$ cat src/source/glb_pkg.sv
// global buffer package with bus widths and the packet structs of the tile chain
package glb_pkg;

    // processor side
    localparam int BANK_DATA_WIDTH = 64;
    localparam int BANK_STRB_WIDTH = BANK_DATA_WIDTH / 8;
    localparam int GLB_ADDR_WIDTH  = 16;

    // configuration side, low 2 address bits pick the register
    localparam int CFG_ADDR_WIDTH  = 12;
    localparam int CFG_DATA_WIDTH  = 32;

    typedef struct packed {
        logic                       wr_en;
        logic [BANK_STRB_WIDTH-1:0] wr_strb;
        logic [GLB_ADDR_WIDTH-1:0]  wr_addr;
        logic [BANK_DATA_WIDTH-1:0] wr_data;
    } wr_packet_t;

    typedef struct packed {
        logic                      rd_en;
        logic [GLB_ADDR_WIDTH-1:0] rd_addr;
    } rdrq_packet_t;

    typedef struct packed {
        logic [BANK_DATA_WIDTH-1:0] rd_data;
        logic                       rd_data_valid;
    } rdrs_packet_t;

    typedef struct packed {
        wr_packet_t   wr;
        rdrq_packet_t rdrq;
        rdrs_packet_t rdrs;
    } packet_t;

    typedef struct packed {
        logic                      wr_en;
        logic [CFG_ADDR_WIDTH-1:0] wr_addr;
        logic [CFG_DATA_WIDTH-1:0] wr_data;
        logic                      rd_en;
        logic [CFG_ADDR_WIDTH-1:0] rd_addr;
        logic [CFG_DATA_WIDTH-1:0] rd_data;
        logic                      rd_data_valid;
    } cfg_packet_t;

endpackage
$ cat src/source/glb_dummy_start.sv
// west end of the tile chain, packs requests into packets and registers the responses
`timescale 1ns/1ps

module glb_dummy_start (
    input  logic                                clk,
    input  logic                                reset,

    // processor port
    input  logic                                proc_wr_en,
    input  logic [glb_pkg::BANK_STRB_WIDTH-1:0] proc_wr_strb,
    input  logic [glb_pkg::GLB_ADDR_WIDTH-1:0]  proc_wr_addr,
    input  logic [glb_pkg::BANK_DATA_WIDTH-1:0] proc_wr_data,
    input  logic                                proc_rd_en,
    input  logic [glb_pkg::GLB_ADDR_WIDTH-1:0]  proc_rd_addr,
    output logic [glb_pkg::BANK_DATA_WIDTH-1:0] proc_rd_data,
    output logic                                proc_rd_data_valid,

    // configuration port
    input  logic                                cfg_wr_en,
    input  logic [glb_pkg::CFG_ADDR_WIDTH-1:0]  cfg_wr_addr,
    input  logic [glb_pkg::CFG_DATA_WIDTH-1:0]  cfg_wr_data,
    input  logic                                cfg_rd_en,
    input  logic [glb_pkg::CFG_ADDR_WIDTH-1:0]  cfg_rd_addr,
    output logic [glb_pkg::CFG_DATA_WIDTH-1:0]  cfg_rd_data,
    output logic                                cfg_rd_data_valid,

    // packets to tile 0 and back from the last tile
    input  glb_pkg::packet_t                    proc_packet_esti,
    output glb_pkg::packet_t                    proc_packet_esto,
    input  glb_pkg::cfg_packet_t                cfg_packet_esti,
    output glb_pkg::cfg_packet_t                cfg_packet_esto
);
    import glb_pkg::*;

    always_ff @(posedge clk or posedge reset) begin
        if (reset) begin
            proc_packet_esto   <= '0;
            cfg_packet_esto    <= '0;
            proc_rd_data       <= '0;
            proc_rd_data_valid <= 1'b0;
            cfg_rd_data        <= '0;
            cfg_rd_data_valid  <= 1'b0;
        end else begin
            // response slots leave empty, tiles fill them
            proc_packet_esto <= '{
                wr:   '{wr_en: proc_wr_en, wr_strb: proc_wr_strb,
                        wr_addr: proc_wr_addr, wr_data: proc_wr_data},
                rdrq: '{rd_en: proc_rd_en, rd_addr: proc_rd_addr},
                rdrs: '0
            };
            cfg_packet_esto <= '{
                wr_en: cfg_wr_en, wr_addr: cfg_wr_addr, wr_data: cfg_wr_data,
                rd_en: cfg_rd_en, rd_addr: cfg_rd_addr,
                rd_data: '0, rd_data_valid: 1'b0
            };

            // loop-back from the east end
            proc_rd_data       <= proc_packet_esti.rdrs.rd_data;
            proc_rd_data_valid <= proc_packet_esti.rdrs.rd_data_valid;
            cfg_rd_data        <= cfg_packet_esti.rd_data;
            cfg_rd_data_valid  <= cfg_packet_esti.rd_data_valid;
        end
    end

endmodule

$ cat config.mk
export PLATFORM = sky130hd
export DESIGN_NAME = glb_dummy_start
export DESIGN_NICKNAME = d
export VERILOG_FILES = /design/src/source/glb_pkg.sv /design/src/source/glb_dummy_start.sv
export SDC_FILE = /design/constraint.sdc
export NUM_CORES = 1
export LEC_CHECK = 0
export BUFFER_PORTS_ARGS = -buffer_cell sky130_fd_sc_hd__buf_2
export CAP_MARGIN = 20
export CORE_AREA = 2 2 310 312
export DETAILED_ROUTE_END_ITERATION = 10
export DIE_AREA = 0 0 312 314
export PLACE_DENSITY = 0.32
export REMOVE_ABC_BUFFERS = 1
export SYNTH_ARGS = -nofsm -noshare
export SYNTH_HDL_FRONTEND = slang
export SYNTH_SLANG_ARGS = --single-unit
$ cat constraint.sdc
create_clock -name clk -period 9.6 [get_ports clk]
set_input_delay 0.96 -clock clk [delete_from_list [all_inputs] [get_ports clk]]
set_output_delay 0.96 -clock clk [all_outputs]
set_load 0.01 [all_outputs]
==> results_dict.tcl <==
set metrics [dict create \
    slew_headroom 0.424 \
    crit_family "buffers and inverters" \
    power_density_mw_per_mm2 212 \
    synth-seq-cells 262 \
    first_global_vias 4947 \
    crit_buf_inv 4 \
    setup_slack_ns 7.12 \
    ir_drop_mv 0.107 \
    drt_iter0_markers 88 \
    antenna_left 0 \
    p_leak_nw 6.00 \
    status "complete, no violations" \
    grt_pass1_wl_mm 31.8 \
    dpl.hpwl_mm 17.4 \
    crit_path_frequent_cell "buf_4" \
    clock-sinks 262 \
    synth.distinct_cells 4 \
    postSynthCellCount 362 \
    dr.pass1.iters 4 \
    dieArea_mm2 0.0980 \
    arrival_ns 3.03 \
    crit_type "in -> async" \
    drc 0 \
    worstPathRequired_ns 10.15 \
    post_drt_wl_per_cell_um 10.4 \
    fillerInstances 10808 \
    seq_area_mm2 0.00656 \
    cts_hold_buffers 0 \
    finalSetupViolations 0 \
    dieWidth_um 312 \
    yosysTopAreaCell "dfrtp_1" \
    start_util 0.0773 \
    hold_violations 0 \
    netlist_area_mm2 0.00730 \
    hold_class "in -> async" \
    gr-total-overflow 0 \
    dp_worst_setup_slack_ns 6.31 \
    rsz0062_at_grt "no" \
    syn_to_final_growth_pct 68.1 \
    ys_top_cells_by_area "dfrtp_1, buf_4, conb_1" \
    post_cts_resized 0 \
    tightest_slew_ns 0.863 \
    slowest_stage "buf_4" \
    grt_max_degree 88 \
    fmax_ghz 0.403 \
    slowest_delay_ns 0.72 \
    h-tree-depth 2 \
    cts_tree "built" \
    routed_wl_mm 23.0 \
    multi_input_area_um2 368 \
    cp-end-kind "async pin" \
    fin_crit_ns 2.48 \
    clockBufferDepth 3 \
    cap_violations 0 \
    io_pins 788 \
    placed_cells 2154 \
    gp_congestion 0.710 \
    synth_top_area_frac 0.898 \
    syn_avg_cell_area_um2 20.2 \
    finalMaxSlewViolations 0 \
    cts_setup_buffers 0 \
    clk_pin_slew_ns 0.05 \
    grt_usage 0.0448 \
    cp_max_fo 87 \
    antenna_found_initial 0 \
    synth_warnings 0 \
    critPathLaunchType "input pin" \
    port_buffers 525 \
    period_share 0.259 \
    core_mm2 0.0944 \
    utilization 0.130 \
    final_cell_count_no_fill 2212 \
    vias 4646 \
    ys_seq_area_frac 0.898 \
    die_h_um 314 \
    cp_cell_sequence "buf_2 -> inv_8 -> buf_4 -> buf_4" \
    num_rows 113 \
    viasPerCell 2.10 \
    design_area_mm2 0.0123 \
    layout_commonest_cell "buf_2" \
    layout.nets 1353 \
    numCtsBuffers 34 \
    clockRootBuffer "clkbuf_16" \
    fin_setup_tns_ns 0 \
    final_layout_size_suffix_gt1_frac 0.612 \
    dpl_cell_area_mm2 0.0112 \
    final_cell_mix "buf_2, dfrtp_1, conb_1" \
]
-- path summary, 6_finish.rpt --
kind                               from                    end  cells past startpoint
min in group clk       proc_rd_addr[12]   proc_packet_esto[77]                      1
min                               reset       proc_rd_data[18]                      2
max in group clk  proc_packet_esto[140]  proc_packet_esto[140]                      1
max                               reset        cfg_rd_data[11]                      4
-- flip-flops by register name, summed over array words and instances (netlist names) --
signal              flops
proc_packet_esto      106
proc_rd_data_valid      1
cfg_rd_data            32
cfg_packet_esto        58
proc_rd_data           64
cfg_rd_data_valid       1
-- cells in the mapped netlist --
master   instances
buf_4           98
conb_1           1
dfrtp_1        262
inv_1            1
-- per-layer routing --
metal | track usage | vias up | wire, um
li1 | - | 2041 | -
met1 | 0.0478 | 2233 | 8220
met2 | 0.0659 | 330 | 10800
met3 | 0.0303 | 42 | 3120
met4 | 0.0258 | 0 | 934
met5 | 0 | - | 0
-- stage by stage --
step	hold slack (ns)	total power (W)
finish	0.501	0.00260
global route	0.450	0.00275
CTS	0.442	0.00269
detailed placement	1.07	0.00139
global placement	1.07	0.00139
floorplan	0.991	0.00126
-- cell families (layout without fill, tap and decap cells) --
family | Yosys count | count (layout) | synth area share
other | 1 | 99 | 0.000514
flip-flops | 262 | 262 | 0.898
buffers and inverters | 99 | 586 | 0.101
-- area by class of cell --
cell class,count,area share
multi-input combinational,98,0.0300
clock buffer,50,0.0843
clock inverter,7,0.00510
sequential,262,0.534
tap,1265,0.129
inverter,1,0.000918
timing repair buffer,528,0.216
antenna,1,0.000204
-- power by group --
group          total (W)  internal [W]  switching, W
sequential       0.00117       0.00116     0.0000131
combinational   0.000188     0.0000755      0.000113
clock            0.00124      0.000768      0.000474
total            0.00260       0.00200      0.000600
Note: power is estimated with default switching activity, not from simulation.
