--- src/source/glb_pkg.sv ---
// global buffer package with bus widths and the packet structs of the tile chain
package glb_pkg;

    // processor side
    localparam int BANK_DATA_WIDTH = 64;
    localparam int BANK_STRB_WIDTH = BANK_DATA_WIDTH / 8;
    localparam int GLB_ADDR_WIDTH  = 16;

    // configuration side, low 2 address bits pick the register
    localparam int CFG_ADDR_WIDTH  = 12;
    localparam int CFG_DATA_WIDTH  = 32;

    typedef struct packed {
        logic                       wr_en;
        logic [BANK_STRB_WIDTH-1:0] wr_strb;
        logic [GLB_ADDR_WIDTH-1:0]  wr_addr;
        logic [BANK_DATA_WIDTH-1:0] wr_data;
    } wr_packet_t;

    typedef struct packed {
        logic                      rd_en;
        logic [GLB_ADDR_WIDTH-1:0] rd_addr;
    } rdrq_packet_t;

    typedef struct packed {
        logic [BANK_DATA_WIDTH-1:0] rd_data;
        logic                       rd_data_valid;
    } rdrs_packet_t;

    typedef struct packed {
        wr_packet_t   wr;
        rdrq_packet_t rdrq;
        rdrs_packet_t rdrs;
    } packet_t;

    typedef struct packed {
        logic                      wr_en;
        logic [CFG_ADDR_WIDTH-1:0] wr_addr;
        logic [CFG_DATA_WIDTH-1:0] wr_data;
        logic                      rd_en;
        logic [CFG_ADDR_WIDTH-1:0] rd_addr;
        logic [CFG_DATA_WIDTH-1:0] rd_data;
        logic                      rd_data_valid;
    } cfg_packet_t;

endpackage
--- src/source/glb_tile.sv ---
// one buffer tile with its bank, config registers and the eastward packet pipeline
`timescale 1ns/1ps

module glb_tile #(
    parameter int TILE_ID         = 0,
    parameter int BANK_ADDR_WIDTH = 6
) (
    input  logic                 clk,
    input  logic                 reset,
    input  glb_pkg::packet_t     proc_packet_wsti,
    output glb_pkg::packet_t     proc_packet_esto,
    input  glb_pkg::cfg_packet_t cfg_packet_wsti,
    output glb_pkg::cfg_packet_t cfg_packet_esto
);
    import glb_pkg::*;

    localparam int PROC_TILE_W = GLB_ADDR_WIDTH - BANK_ADDR_WIDTH;
    localparam int CFG_TILE_W  = CFG_ADDR_WIDTH - 2;
    localparam logic [PROC_TILE_W-1:0] PROC_TILE_ID = PROC_TILE_W'(TILE_ID);
    localparam logic [CFG_TILE_W-1:0]  CFG_TILE_ID  = CFG_TILE_W'(TILE_ID);

    packet_t                    proc_stage1;
    logic                       wr_hit;
    logic                       rd_hit;
    logic                       rd_hit_s1;
    logic                       wr_lock;
    logic [BANK_DATA_WIDTH-1:0] bank_rd_data;
    logic                       cfg_wr_hit;
    logic                       cfg_rd_hit;
    logic [CFG_DATA_WIDTH-1:0]  cfg_rd_data;

    // tile field sits above the bank address
    assign wr_hit = proc_packet_wsti.wr.wr_en &&
        (proc_packet_wsti.wr.wr_addr[GLB_ADDR_WIDTH-1:BANK_ADDR_WIDTH] == PROC_TILE_ID);
    assign rd_hit = proc_packet_wsti.rdrq.rd_en &&
        (proc_packet_wsti.rdrq.rd_addr[GLB_ADDR_WIDTH-1:BANK_ADDR_WIDTH] == PROC_TILE_ID);
    assign rd_hit_s1 = proc_stage1.rdrq.rd_en &&
        (proc_stage1.rdrq.rd_addr[GLB_ADDR_WIDTH-1:BANK_ADDR_WIDTH] == PROC_TILE_ID);

    assign cfg_wr_hit = cfg_packet_wsti.wr_en &&
        (cfg_packet_wsti.wr_addr[CFG_ADDR_WIDTH-1:2] == CFG_TILE_ID);
    assign cfg_rd_hit = cfg_packet_wsti.rd_en &&
        (cfg_packet_wsti.rd_addr[CFG_ADDR_WIDTH-1:2] == CFG_TILE_ID);

    // bank access issued alongside stage one
    glb_bank #(
        .BANK_ADDR_WIDTH(BANK_ADDR_WIDTH)
    ) u_bank (
        .clk     (clk),
        .wr_en   (wr_hit && !wr_lock),
        .wr_strb (proc_packet_wsti.wr.wr_strb),
        .wr_addr (proc_packet_wsti.wr.wr_addr[BANK_ADDR_WIDTH-1:0]),
        .wr_data (proc_packet_wsti.wr.wr_data),
        .rd_en   (rd_hit),
        .rd_addr (proc_packet_wsti.rdrq.rd_addr[BANK_ADDR_WIDTH-1:0]),
        .rd_data (bank_rd_data)
    );

    glb_tile_cfg u_tile_cfg (
        .clk     (clk),
        .reset   (reset),
        .wr_en   (cfg_wr_hit),
        .reg_sel (cfg_packet_wsti.wr_addr[1:0]),
        .wr_data (cfg_packet_wsti.wr_data),
        .rd_en   (cfg_rd_hit),
        .rd_sel  (cfg_packet_wsti.rd_addr[1:0]),
        .rd_data (cfg_rd_data),
        .wr_lock (wr_lock)
    );

    // two processor stages, read data joins in the second
    always_ff @(posedge clk or posedge reset) begin
        if (reset) begin
            proc_stage1      <= '0;
            proc_packet_esto <= '0;
        end else begin
            proc_stage1      <= proc_packet_wsti;
            proc_packet_esto <= proc_stage1;
            if (rd_hit_s1) begin
                proc_packet_esto.rdrs.rd_data       <= bank_rd_data;
                proc_packet_esto.rdrs.rd_data_valid <= 1'b1;
            end
        end
    end

    // config packets take a single stage
    always_ff @(posedge clk or posedge reset) begin
        if (reset) begin
            cfg_packet_esto <= '0;
        end else begin
            cfg_packet_esto <= cfg_packet_wsti;
            if (cfg_rd_hit) begin
                cfg_packet_esto.rd_data       <= cfg_rd_data;
                cfg_packet_esto.rd_data_valid <= 1'b1;
            end
        end
    end

endmodule

--- src/source/glb_tile_cfg.sv ---
// per-tile configuration registers with read-back and the bank write lock
`timescale 1ns/1ps

module glb_tile_cfg (
    input  logic                               clk,
    input  logic                               reset,
    input  logic                               wr_en,
    input  logic [1:0]                         reg_sel,
    input  logic [glb_pkg::CFG_DATA_WIDTH-1:0] wr_data,
    input  logic                               rd_en,
    input  logic [1:0]                         rd_sel,
    output logic [glb_pkg::CFG_DATA_WIDTH-1:0] rd_data,
    output logic                               wr_lock
);
    import glb_pkg::*;

    localparam int NUM_REGS = 4;

    logic [CFG_DATA_WIDTH-1:0] cfg_reg [NUM_REGS];

    always_ff @(posedge clk or posedge reset) begin
        if (reset) begin
            for (int i = 0; i < NUM_REGS; i++) begin
                cfg_reg[i] <= '0;
            end
        end else if (wr_en) begin
            cfg_reg[reg_sel] <= wr_data;
        end
    end

    // read-back is combinational, tile merges it into the packet
    assign rd_data = rd_en ? cfg_reg[rd_sel] : '0;

    // reg 0 bit 0 blocks processor writes
    assign wr_lock = cfg_reg[0][0];

endmodule

--- src/source/glb_bank.sv ---
// tile memory bank of 64-bit words with byte strobes and a registered read
`timescale 1ns/1ps

module glb_bank #(
    parameter int BANK_ADDR_WIDTH = 6
) (
    input  logic                                clk,
    input  logic                                wr_en,
    input  logic [glb_pkg::BANK_STRB_WIDTH-1:0] wr_strb,
    input  logic [BANK_ADDR_WIDTH-1:0]          wr_addr,
    input  logic [glb_pkg::BANK_DATA_WIDTH-1:0] wr_data,
    input  logic                                rd_en,
    input  logic [BANK_ADDR_WIDTH-1:0]          rd_addr,
    output logic [glb_pkg::BANK_DATA_WIDTH-1:0] rd_data
);
    import glb_pkg::*;

    localparam int DEPTH      = 1 << BANK_ADDR_WIDTH;
    localparam int BYTE_WIDTH = BANK_DATA_WIDTH / BANK_STRB_WIDTH;

    logic [BANK_DATA_WIDTH-1:0] mem [DEPTH];

    // one byte lane per strobe bit
    always_ff @(posedge clk) begin
        if (wr_en) begin
            for (int b = 0; b < BANK_STRB_WIDTH; b++) begin
                if (wr_strb[b]) begin
                    mem[wr_addr][b*BYTE_WIDTH +: BYTE_WIDTH] <=
                        wr_data[b*BYTE_WIDTH +: BYTE_WIDTH];
                end
            end
        end
    end

    // read data ready the cycle after rd_en
    always_ff @(posedge clk) begin
        if (rd_en) begin
            rd_data <= mem[rd_addr];
        end
    end

endmodule

--- config.mk ---
export PLATFORM = sky130hd
export DESIGN_NAME = glb_tile
export DESIGN_NICKNAME = d
export VERILOG_FILES = /design/src/source/glb_pkg.sv /design/src/source/glb_tile.sv /design/src/source/glb_tile_cfg.sv /design/src/source/glb_bank.sv
export SDC_FILE = /design/constraint.sdc
export NUM_CORES = 2
export LEC_CHECK = 0
export BUFFER_PORTS_ARGS = -buffer_cell sky130_fd_sc_hd__buf_4
export CORE_UTILIZATION = 32
export CTS_BUF_LIST = sky130_fd_sc_hd__clkbuf_4
export CTS_CLUSTER_DIAMETER = 150
export DETAILED_ROUTE_END_ITERATION = 10
export GPL_TIMING_DRIVEN = 1
export PLACE_DENSITY = 0.53
export SYNTH_ARGS = -nofsm -noshare
export SYNTH_HDL_FRONTEND = slang
export SYNTH_SLANG_ARGS = --single-unit
--- constraint.sdc ---
create_clock -name clk -period 31.6 [get_ports clk]
set_input_delay 1.58 -clock clk [delete_from_list [all_inputs] [get_ports clk]]
set_output_delay 1.58 -clock clk [all_outputs]
set_load 0.005 [all_outputs]
==> key figures <==
Place
  – Port Buffer Count: 525
  – Worst slack, placed: 23.35 ns
  – Final Wtd Congestion: 0.799
  – Post-DP HPWL: 325000 um

Floorplan
  – Die area: 553000 um^2
  – Chip width: 744 um
  – Core ar.: 549000 um^2
  – Die span in y: 744 um
  – Rows: 272
  – Initial Utilization: 32.1%
  – Number of top-level pins: 526

Timing
  – Period utilisation layout: 22.1%
  – Minimum clock period: 6.99 ns
  – Final Setup Violations: 0
  – Slew @ Worst Pin: 1.43 ns
  – Unrepaired setup endpoints after global routing: no
  – Fin. Hold Viols: 0
  – Fmax: 143 MHz
  – Sum Neg Setup Slack: 0 ns
  – Clock skew: 0.192 ns
  – Worst setup margin: 24.61 ns
  – Rel. slew slack: 4.49%
  – Fin. max-slew vios: 0

Routing
  – DRC: 3
  – Via Count: 91900
  – Routed WL: 531000 um
  – Vias per cell: 5.15
  – Final ANT Viol Nets: 0
  – Avg WL per Cell: 29.8 um
  – DR iter-0 viols: 9478
  – Pre-antenna DRT Iters: 9

Outcome
  – Violated checks: DRC
  – Outcome: complete, but fails checks

Global route
  – Largest net degree at the start of global routing: 131
  – Gr usage total: 19.0%
  – Initial antenna violation count: 52
  – Global-route wire length before repair: 735000 um
  – GRT overflow: 0
  – Vias in the first global route: 96300

Worst setup path
  – Critical-path maximum fanout: 99
  – Crit end category: flop
  – Crit path arrival time: 8.43 ns
  – CP bufs+invs: 7
  – Crit path kind: input pin to flop
  – CP Data Required Time: 33.04 ns
  – Cell mode on critical path: buf_4
  – Crit-path cells: dlygate4sd3_1, buf_16, buf_12, buf_4, buf_4, buf_4, buf_4, mux4_2, a22oi_1, a21boi_0, o211a_1
  – Slowest cell on crit path: buf_4
  – R2r startpoint: u_tile_cfg.wr_lock
  – Worst Reg-to-Reg Cells: 6
  – Worst setup SP type: input pin
  – R2R Path End: u_bank.mem[37][22]
  – Reg2reg setup slack: 27.88 ns
  – Cell family with most CP delay: buffers and inverters
  – Max stage delay on crit path: 0.91 ns

Hold path
  – Worst Hold Class: input pin to flop
  – Hold Path End: proc_stage1[67]
  – Hold_sp: proc_packet_wsti[67]
  – Hold Path Depth: 1

Logic synthesis
  – Synthesized flop and latch total: 4721
  – Post-synthesis sequential area ratio: 78.9%
  – Asr flop ratio synth: 11.9%
  – Library cells used by synthesis: 35
  – YS warnings: 0
  – Cell area after synthesis: 176000 um^2
  – Ys flop type: edfxtp_1
  – Post-synth EDFFs: 4160
  – Syn Nets: 8208
  – Mapped Cells: 7944
  – Syn Area/Cell: 22.2 um^2

Power and ir drop
  – P per Cell Area: 61.7 nW/um^2
  – Pleak: 68.0 nW
  – VDD IR-drop max: 0.0391 mV

Clocking
  – Clock Path Buffers: 5
  – Setup Fix Bufs, Post-CTS: 0
  – Clock Latency Late Sink: 1.78 ns
  – CTS Buf Count: 1302
  – CTS tree: yes
  – H-tree depth: 7
  – Clock-pin slew on the worst setup and hold paths: 0.06 ns
  – CTS root buf: clkbuf_4
  – CTS Hold Bufs: 194
  – Clock Sinks: 4721
  – Post-CTS resize count: 0

Layout
  – Area growth from synthesis to layout: 17.1%
  – Most common cell after layout, fill and taps aside: edfxtp_1
  – Final core occ: 37.6%
  – Biggest register: u_bank.mem
  – Share of cells above drive strength 1: 37.6%
  – Nets: 9942
  – Largest register FFs: 4096
  – Top flop regs: u_bank.mem (4096), proc_packet_esto (171), proc_stage1 (171)
  – Most frequent cells in the layout: 4160 x edfxtp_1, 1856 x clkbuf_4, 1056 x mux4_2

Flow run
  – Max Cap Viol: 0
## worst reg2reg max path, delay by kind of cell (launching register included)
| kind | cells | cell delay, ns |
|---|---|---|
| flip-flops | 1 | 0.40 |
| AND/OR/NAND/NOR | 4 | 1.95 |
| buffers and inverters | 2 | 1.05 |
## report_power, final
group	total, mW	switching (mW)	internal (mW)
Clock	5.30	2.51	2.79
Combinational	0.599	0.375	0.224
Sequential	6.83	0.0129	6.82
## metal layers
metal | vias to the layer above | part of all wire (%) | track usage [%]
li1 | 37400 | - | -
met1 | 48900 | 40 | 24.1
met2 | 4487 | 49 | 30.8
met3 | 1070 | 7.6 | 4.64
met4 | 8 | 4.0 | 8.85
met5 | - | 0.010 | 0
## synthesized netlist by cell type (5+ instances only)
library cell     n  area, um^2
nor4_1           7        43.8
clkbuf_1       248         931
edfxtp_1      4160      125000
a22oi_1        384        2880
buf_4           62         465
o211a_1         64         641
nor3_1           6        30.0
nand3_1        132         661
a21boi_0        64         480
nor4b_1          5        43.8
nor2b_1          8        50.1
nand2_1         74         278
buf_2           92         460
nor3b_1          6        45.0
and3b_1          5        43.8
mux2i_1         64         641
dfrtp_1        561       14000
buf_1           50         188
mux2_2         223        2510
nor2_1         519        1950
o22ai_1         64         400
a211oi_1        64         480
mux4_2        1056       23800
## area by class of cell
type                    count  area [um^2]
well taps                7261         9080
clock inverters           300         1560
clock buffers            1856        13900
fillers                 50200       342000
diodes                     56          140
multi-input cells        2764        35300
inverters                   2         15.0
repair buffers            887         7320
flip-flops and latches   4721       139000
## cell families after synthesis
kind of cell | share of synthesized area, %
AOI/OAI and AO/OA | 2.77
and+or+nand+nor | 1.85
buffers and inverters | 1.19
DFF | 78.9
muxes | 15.3
## metrics by stage
stage / std cells / hold slack, ns / instance area [um^2] / power (mW)
after floorplan: 7944 / 0.331 / 176000 / 7.24
after global placement: 15400 / 0.333 / 189000 / 7.54
after detailed placement: 15400 / 0.335 / 189000 / 7.55
after CTS: 17800 / 0.0221 / 206000 / 12.9
after global routing: 17800 / 0.0757 / 206000 / 13.2
final: 17800 / 0.179 / 206000 / 12.7
## how the worst max path moves through the flow
stage                         startpoint                  to  slack (ns)  cells after the start
floorplan                          reset  cfg_packet_esto[0]       14.33                      1
global placement    proc_packet_wsti[65]  u_bank.rd_data[55]       23.39                     10
detailed placement  proc_packet_wsti[65]  u_bank.rd_data[55]       23.35                     10
CTS                 proc_packet_wsti[65]  u_bank.rd_data[48]       24.64                     11
global route        proc_packet_wsti[65]  u_bank.rd_data[48]       24.05                     11
finish              proc_packet_wsti[65]  u_bank.rd_data[48]       24.61                     11
Power figures use the tool's default switching activity.
